`src/logic/ns_msg_pkg.sv`:
```
`default_nettype none

package ns_msg_pkg;

	// Field widths of a message and of the burst counters
	localparam int ADDR_W = 6;
	localparam int DATA_W = 16;
	localparam int CNT_W  = 8;

	// Destination address of a message
	typedef logic [ADDR_W-1:0] addr_t;

	// Payload word
	typedef logic [DATA_W-1:0] data_t;

	// Burst length or accepted-message count
	typedef logic [CNT_W-1:0] cnt_t;

	// One message on a channel, destination in the upper bits
	typedef struct packed {
		addr_t dst;
		data_t dat;
	} ns_msg_t;

endpackage

`default_nettype wire

```
`src/logic/ns_route_pkg.sv`:
```
`default_nettype none

package ns_route_pkg;

	// Splitter handshake phases
	typedef enum logic [1:0] {
		IDLE      = 2'd0,
		FWD       = 2'd1,
		WAIT_DROP = 2'd2,
		RELEASE   = 2'd3
	} split_state_t;

	// Selected splitter output
	typedef logic port_sel_t;

	localparam port_sel_t PORT_0 = 1'b0;
	localparam port_sel_t PORT_1 = 1'b1;

	// Values after reset
	localparam ns_msg_pkg::data_t DATA_START = '0;
	localparam ns_msg_pkg::cnt_t  CNT_START  = '0;

endpackage

`default_nettype wire

```
`src/logic/msg_sink.sv`:
```
`timescale 1ns/10ps
`default_nettype none

module msg_sink (
	input  wire logic                i_clk,
	input  wire logic                i_arst_n,
	input  wire logic                i_req,
	input  wire ns_msg_pkg::ns_msg_t i_msg,
	output logic                     o_ack,
	output ns_msg_pkg::data_t        o_ck_dat,
	output ns_msg_pkg::cnt_t         o_cnt,
	output logic                     o_err
);
	import ns_route_pkg::*;

	logic new_req;

	// A request that has not been acknowledged yet
	assign new_req = i_req && !o_ack;

	always_ff @(posedge i_clk or negedge i_arst_n) begin
		if (!i_arst_n) begin
			o_ack    <= 1'b0;
			o_ck_dat <= DATA_START;
			o_cnt    <= CNT_START;
			o_err    <= 1'b0;
		end else begin
			if (new_req) begin
				o_ack    <= 1'b1;
				o_ck_dat <= i_msg.dat;
				// Count wraps at its width
				o_cnt    <= o_cnt + 1'b1;
				// Sticky error unless data rises strictly
				if (i_msg.dat <= o_ck_dat) begin
					o_err <= 1'b1;
				end
			end else if (!i_req && o_ack) begin
				o_ack <= 1'b0;
			end
		end
	end

	// Request still held when the ack shows up
	a_ack_needs_req: assert property (@(posedge i_clk) disable iff (!i_arst_n)
		$rose(o_ack) |-> i_req)
		else $error("msg_sink: ack rose without a request");

endmodule

`default_nettype wire

```
`src/logic/msg_source.sv`:
```
`timescale 1ns/10ps
`default_nettype none

module msg_source (
	input  wire logic                i_clk,
	input  wire logic                i_arst_n,
	input  wire logic                i_start,
	input  wire ns_msg_pkg::cnt_t    i_burst_len,
	input  wire ns_msg_pkg::addr_t   i_dst_lo,
	input  wire ns_msg_pkg::addr_t   i_dst_hi,
	output logic                     o_req,
	output ns_msg_pkg::ns_msg_t      o_msg,
	input  wire logic                i_ack,
	output logic                     o_busy,
	output logic                     o_done
);
	import ns_msg_pkg::*;
	import ns_route_pkg::*;

	addr_t lo_r;
	addr_t hi_r;
	cnt_t  left_r;
	logic  arm_r;
	addr_t dst_nxt;

	// Sweep wraps from the high bound back to the low bound
	assign dst_nxt = (o_msg.dst >= hi_r) ? lo_r : addr_t'(o_msg.dst + 1'b1);

	// Bounds held for the whole burst
	always_ff @(posedge i_clk) begin
		if (!o_busy && i_start) begin
			lo_r <= i_dst_lo;
			hi_r <= i_dst_hi;
		end
	end

	always_ff @(posedge i_clk or negedge i_arst_n) begin
		if (!i_arst_n) begin
			o_req     <= 1'b0;
			o_busy    <= 1'b0;
			o_done    <= 1'b0;
			arm_r     <= 1'b0;
			left_r    <= '0;
			o_msg.dst <= '0;
			o_msg.dat <= DATA_START;
		end else begin
			o_done <= 1'b0;
			if (!o_busy) begin
				if (i_start) begin
					if (i_burst_len == '0) begin
						o_done <= 1'b1;
					end else begin
						o_busy <= 1'b1;
						arm_r  <= 1'b1;
						left_r <= i_burst_len;
					end
				end
			end else if (arm_r) begin
				// First message of the burst
				arm_r     <= 1'b0;
				o_req     <= 1'b1;
				o_msg.dst <= lo_r;
				o_msg.dat <= o_msg.dat + 1'b1;
			end else if (o_req) begin
				if (i_ack) begin
					o_req <= 1'b0;
				end
			end else if (!i_ack) begin
				// Ack has fallen, either finish or launch the next one
				if (left_r == cnt_t'(1)) begin
					o_busy <= 1'b0;
					o_done <= 1'b1;
				end else begin
					left_r    <= left_r - 1'b1;
					o_req     <= 1'b1;
					o_msg.dst <= dst_nxt;
					o_msg.dat <= o_msg.dat + 1'b1;
				end
			end
		end
	end

	// Payload must not move while a request is pending
	a_msg_stable: assert property (@(posedge i_clk) disable iff (!i_arst_n)
		(o_req && $past(o_req)) |-> $stable(o_msg))
		else $error("msg_source: message changed while request high");

endmodule

`default_nettype wire

```
`src/logic/net_1to2_top.sv`:
```
`timescale 1ns/10ps
`default_nettype none

module net_1to2_top (
	input  wire logic              i_clk,
	input  wire logic              i_arst_n,
	input  wire logic              i_start,
	input  wire ns_msg_pkg::cnt_t  i_burst_len,
	input  wire ns_msg_pkg::addr_t i_dst_lo,
	input  wire ns_msg_pkg::addr_t i_dst_hi,
	input  wire ns_msg_pkg::addr_t i_route_ref,
	output logic                   o_busy,
	output logic                   o_done,
	output ns_msg_pkg::data_t      o_0_ck_dat,
	output ns_msg_pkg::cnt_t       o_0_cnt,
	output logic                   o_0_err,
	output ns_msg_pkg::data_t      o_1_ck_dat,
	output ns_msg_pkg::cnt_t       o_1_cnt,
	output logic                   o_1_err
);
	import ns_msg_pkg::*;

	// Source to splitter
	logic    src_req;
	ns_msg_t src_msg;
	logic    src_ack;

	// Splitter to sinks
	logic    s0_req;
	ns_msg_t s0_msg;
	logic    s0_ack;
	logic    s1_req;
	ns_msg_t s1_msg;
	logic    s1_ack;

	msg_source u_source (
		.i_clk(i_clk), .i_arst_n(i_arst_n), .i_start(i_start),
		.i_burst_len(i_burst_len), .i_dst_lo(i_dst_lo), .i_dst_hi(i_dst_hi),
		.o_req(src_req), .o_msg(src_msg), .i_ack(src_ack),
		.o_busy(o_busy), .o_done(o_done)
	);

	split_fsm u_split (
		.i_clk(i_clk), .i_arst_n(i_arst_n), .i_route_ref(i_route_ref),
		.i_req(src_req), .i_msg(src_msg), .o_ack(src_ack),
		.o_0_req(s0_req), .o_0_msg(s0_msg), .i_0_ack(s0_ack),
		.o_1_req(s1_req), .o_1_msg(s1_msg), .i_1_ack(s1_ack)
	);

	msg_sink u_sink_0 (
		.i_clk(i_clk), .i_arst_n(i_arst_n),
		.i_req(s0_req), .i_msg(s0_msg), .o_ack(s0_ack),
		.o_ck_dat(o_0_ck_dat), .o_cnt(o_0_cnt), .o_err(o_0_err)
	);

	msg_sink u_sink_1 (
		.i_clk(i_clk), .i_arst_n(i_arst_n),
		.i_req(s1_req), .i_msg(s1_msg), .o_ack(s1_ack),
		.o_ck_dat(o_1_ck_dat), .o_cnt(o_1_cnt), .o_err(o_1_err)
	);

endmodule

`default_nettype wire

```
`src/logic/split_fsm.sv`:
```
`timescale 1ns/10ps
`default_nettype none

module split_fsm (
	input  wire logic                i_clk,
	input  wire logic                i_arst_n,
	input  wire ns_msg_pkg::addr_t   i_route_ref,
	input  wire logic                i_req,
	input  wire ns_msg_pkg::ns_msg_t i_msg,
	output logic                     o_ack,
	output logic                     o_0_req,
	output ns_msg_pkg::ns_msg_t      o_0_msg,
	input  wire logic                i_0_ack,
	output logic                     o_1_req,
	output ns_msg_pkg::ns_msg_t      o_1_msg,
	input  wire logic                i_1_ack
);
	import ns_msg_pkg::*;
	import ns_route_pkg::*;

	split_state_t state_r;
	port_sel_t    sel_r;
	port_sel_t    sel_in;
	ns_msg_t      msg_r;
	logic         sel_ack;

	// Above the threshold goes to output 1
	assign sel_in  = (i_msg.dst > i_route_ref) ? PORT_1 : PORT_0;
	assign sel_ack = (sel_r == PORT_1) ? i_1_ack : i_0_ack;

	// Both outputs carry the latched message, only one request is raised
	assign o_0_msg = msg_r;
	assign o_1_msg = msg_r;

	always_ff @(posedge i_clk) begin
		if (state_r == IDLE && i_req) begin
			msg_r <= i_msg;
		end
	end

	always_ff @(posedge i_clk or negedge i_arst_n) begin
		if (!i_arst_n) begin
			state_r <= IDLE;
			sel_r   <= PORT_0;
			o_ack   <= 1'b0;
			o_0_req <= 1'b0;
			o_1_req <= 1'b0;
		end else begin
			unique case (state_r)
				IDLE: begin
					if (i_req) begin
						sel_r   <= sel_in;
						o_0_req <= (sel_in == PORT_0);
						o_1_req <= (sel_in == PORT_1);
						state_r <= FWD;
					end
				end
				FWD: begin
					// Pass the downstream ack back upstream
					if (sel_ack) begin
						o_ack   <= 1'b1;
						state_r <= WAIT_DROP;
					end
				end
				WAIT_DROP: begin
					if (!i_req) begin
						o_0_req <= 1'b0;
						o_1_req <= 1'b0;
						state_r <= RELEASE;
					end
				end
				RELEASE: begin
					// Upstream may start again once both acks are low
					if (!sel_ack) begin
						o_ack   <= 1'b0;
						state_r <= IDLE;
					end
				end
				default: begin
					state_r <= IDLE;
				end
			endcase
		end
	end

	a_one_port: assert property (@(posedge i_clk) disable iff (!i_arst_n)
		!(o_0_req && o_1_req))
		else $error("split_fsm: both output requests high");

	// Upstream ack only follows a downstream ack
	a_ack_order: assert property (@(posedge i_clk) disable iff (!i_arst_n)
		$rose(o_ack) |-> sel_ack)
		else $error("split_fsm: input ack rose without output ack");

endmodule

`default_nettype wire

```
`config.mk`:
```
export PLATFORM = sky130hd
export DESIGN_NAME = net_1to2_top
export DESIGN_NICKNAME = d
export VERILOG_FILES = /design/src/logic/ns_msg_pkg.sv /design/src/logic/ns_route_pkg.sv /design/src/logic/msg_sink.sv /design/src/logic/msg_source.sv /design/src/logic/net_1to2_top.sv /design/src/logic/split_fsm.sv
export SDC_FILE = /design/constraint.sdc
export NUM_CORES = 1
export LEC_CHECK = 0
export BUFFER_PORTS_ARGS = -buffer_cell sky130_fd_sc_hd__buf_2
export CORE_UTILIZATION = 60
export DETAILED_ROUTE_END_ITERATION = 8
export GPL_ROUTABILITY_DRIVEN = 0
export PLACE_DENSITY = 0.82
export SKIP_CTS_REPAIR_TIMING = 1
export SLEW_MARGIN = 15
export SYNTH_ARGS = -nofsm -noshare
export SYNTH_HDL_FRONTEND = slang
export SYNTH_HIERARCHICAL = 1
export SYNTH_SLANG_ARGS = --single-unit
```
`constraint.sdc`:
```
create_clock -name i_clk -period 4.6 [get_ports i_clk]
set_input_delay 0.46 -clock i_clk [delete_from_list [all_inputs] [get_ports i_clk]]
set_output_delay 0.46 -clock i_clk [all_outputs]
set_load 0.005 [all_outputs]
```
==> flow_summary_export.csv <==
group,metric,value,unit
cells_and_area,n_antenna_cell,0,
timing,slew_violations,0,
yosys,syn-cell-area,0.006208,mm^2
job,cap_violations,0,
global_routing,grtUsageMet2,41.23,%
clocking,clk_pin_slew,0.06,ns
worst_setup_path,critPathRequiredTime,4.98,ns
floorplan,initial_utilization,62.65,%
timing,final-hold-violation-count,0,
worst_setup_path,worstPathMaxFanout,11,
clocking,cts_sinks,120,
drt,vias,4593,
floorplan,die_width,103.7,um
yosys,syn-num-nets,668,
global_routing,antenna_found_initial,0,
clocking,htreeDepth,4,
hold_path,min_path_type,"input port to flop",
pwr,leakagePower,3.429,nW
drt,wl,12440,um
drt,ant_nets,0,
yosys,yosysWarningCount,6,
drt,drt_iter0_drc,231,
place,post-place-ws,2.428,ns
worst_setup_path,critical_path_arrival,2.57,ns
floorplan,ios,81,
yosys,syn_avg_cell_area,10.65,um^2
drt,drc,0,
timing,max_freq,456.1,MHz
clocking,tritoncts,"yes",
place,port_buffers,80,
worst_setup_path,endpoint_kind,"flop",
cells_and_area,postLayoutCoreUtil,73.14,%
cells_and_area,syn2layout_area_growth,16.75,%
timing,rsz0062_at_grt,"no",
global_routing,grt_util_met1,29.94,%
timing,maxSlewHeadroom,41.89,%
cells_and_area,finalNetCount,742,
clocking,clk_path_buf_depth,2,
timing,fin_setup_tns,0,ns
pwr,finalPower,4.960,mW
clocking,clockRootBuffer,"clkbuf_8",
timing,setup_viol,0,
drt,post_drt_wl_per_cell,15.50,um
timing,finalCriticalPeriod,2.192,ns
cells_and_area,design_area,0.007248,mm^2
global_routing,grt_pass1_wl,20890,um
timing,skew,0.007911,ns
floorplan,dieArea,0.01076,mm^2
clocking,cts_made_buffers,17,
global_routing,busiest_layer,"met2",
timing,setup_slack,2.408,ns
place,dp_cells,770,
global_routing,grt_use_total,24.58,%
drt,first_pass_iters,5,
global_routing,use_met3,7.048,%
place,place_area,0.006618,mm^2
yosys,syn_inst,583,
worst_setup_path,crit_type,"flop to flop",
worst_setup_path,worst_setup_path_start_kind,"flop",
cells_and_area,drive_above_1_share,20.30,%
global_routing,grt_max_degree,56,
global_routing,grt_pass1_vias,4589,
floorplan,core,0.009910,mm^2
cells_and_area,final_cells,803,
timing,hold_ws,0.1143,ns
pwr,ir_drop,0.0003280,V
clocking,worstSkewPairLatency,0.52,ns
drt,vias_per_cell,5.720,
global_routing,gr-total-overflow,0,
status,status,"completed",
floorplan,die_h,103.7,um
place,hpwl,8763,um
floorplan,std_cell_rows,36,
timing,tightest_slew,0.8659,ns
timing,period_share,47.66,%
pwr,power.density,684.2,mW/mm^2
metal layers:
layer / vias up / share of wire (%)
li1: 2175 / -
met1: 2216 / 42
met2: 176 / 50
met3: 26 / 6.0
met4: 0 / 2.1
met5: - / 0
critical path, cell delays in order (launching register included):
cell	delay, ns
dfrtp_1	0.39
inv_1	0.09
ha_1	0.28
nand2b_1	0.10
a31oi_1	0.10
o21ai_1	0.70
mux2i_1	0.30
a22oi_1	0.10
sequential cells by signal, summed over array words and instances, names as in the netlist:
signal             cells
u_source/o_done        1
u_source/o_msg        22
u_split/o_0_msg       16
u_split/o_1_req        1
u_source/lo_r          6
u_sink_0/o_ack         1
u_sink_1/o_ack         1
u_source/o_busy        1
u_sink_1/o_cnt         8
u_split/o_0_req        1
u_sink_1/o_ck_dat     16
u_source/hi_r          6
u_sink_0/o_err         1
u_source/left_r        8
u_source/o_req         1
u_split/o_ack          1
u_sink_1/o_err         1
u_sink_0/o_ck_dat     16
u_source/arm_r         1
u_sink_0/o_cnt         8
u_split/sel_r          1
u_split/state_r        2
cell usage in the layout, fill, tap and decap left out, types with 4 or more instances in the layout:
cell and count:
edfxtp_1 28, nor2_1 19, buf_4 4, o21ai_1 11, nand2b_1 5, o21ai_0 40
o22ai_1 5, xnor2_1 18, nand3_1 14, buf_2 79, a22oi_1 4, dfrtp_1 92
bufinv_16 4, inv_1 59, a21oi_1 26, nand2_1 65, clkbuf_16 17, nor3_1 9
nand4_1 13, mux2_2 7, xor2_1 11, nor2b_1 5, a21o_1 8, and3_1 5
mux2i_1 9, clkinvlp_4 4, ha_1 56
power breakdown:
| part | switching, mW | internal (mW) | leakage [nW] |
|---|---|---|---|
| Clock | 0.460 | 0.909 | 0.292 |
| Combinational | 0.996 | 0.807 | 1.72 |
| Sequential | 0.332 | 1.46 | 1.42 |
| Total | 1.79 | 3.17 | 3.43 |
final cells by class:
class	instances	area [um^2]
flip-flops and latches	120	3143
clock inverters	12	173.9
repair buffers	84	435.4
well taps	133	166.4
clock buffers	20	446.7
multi-input cells	375	2661
inverters	59	221.5
fillers	678	2661
final timing paths:
| kind | start | endpoint | slack, ns | depth (start not counted) |
|---|---|---|---|---|
| max | u_source/o_msg[16] | u_source/o_msg[19] | 2.41 | 7 |
| min | i_dst_lo[0] | u_source/lo_r[0] | 0.11 | 1 |
| max reg2reg | u_source/o_msg[16] | u_source/o_msg[19] | 2.41 | 7 |
| min reg2reg | u_sink_1/o_cnt[7] | u_sink_1/o_cnt[7] | 0.46 | 1 |
| max in group asynchronous | i_arst_n | u_source/left_r[4] | 3.07 | 3 |
| min in group asynchronous | i_arst_n | u_sink_1/o_ck_dat[9] | 0.45 | 2 |
Power figures use the tool's default switching activity.
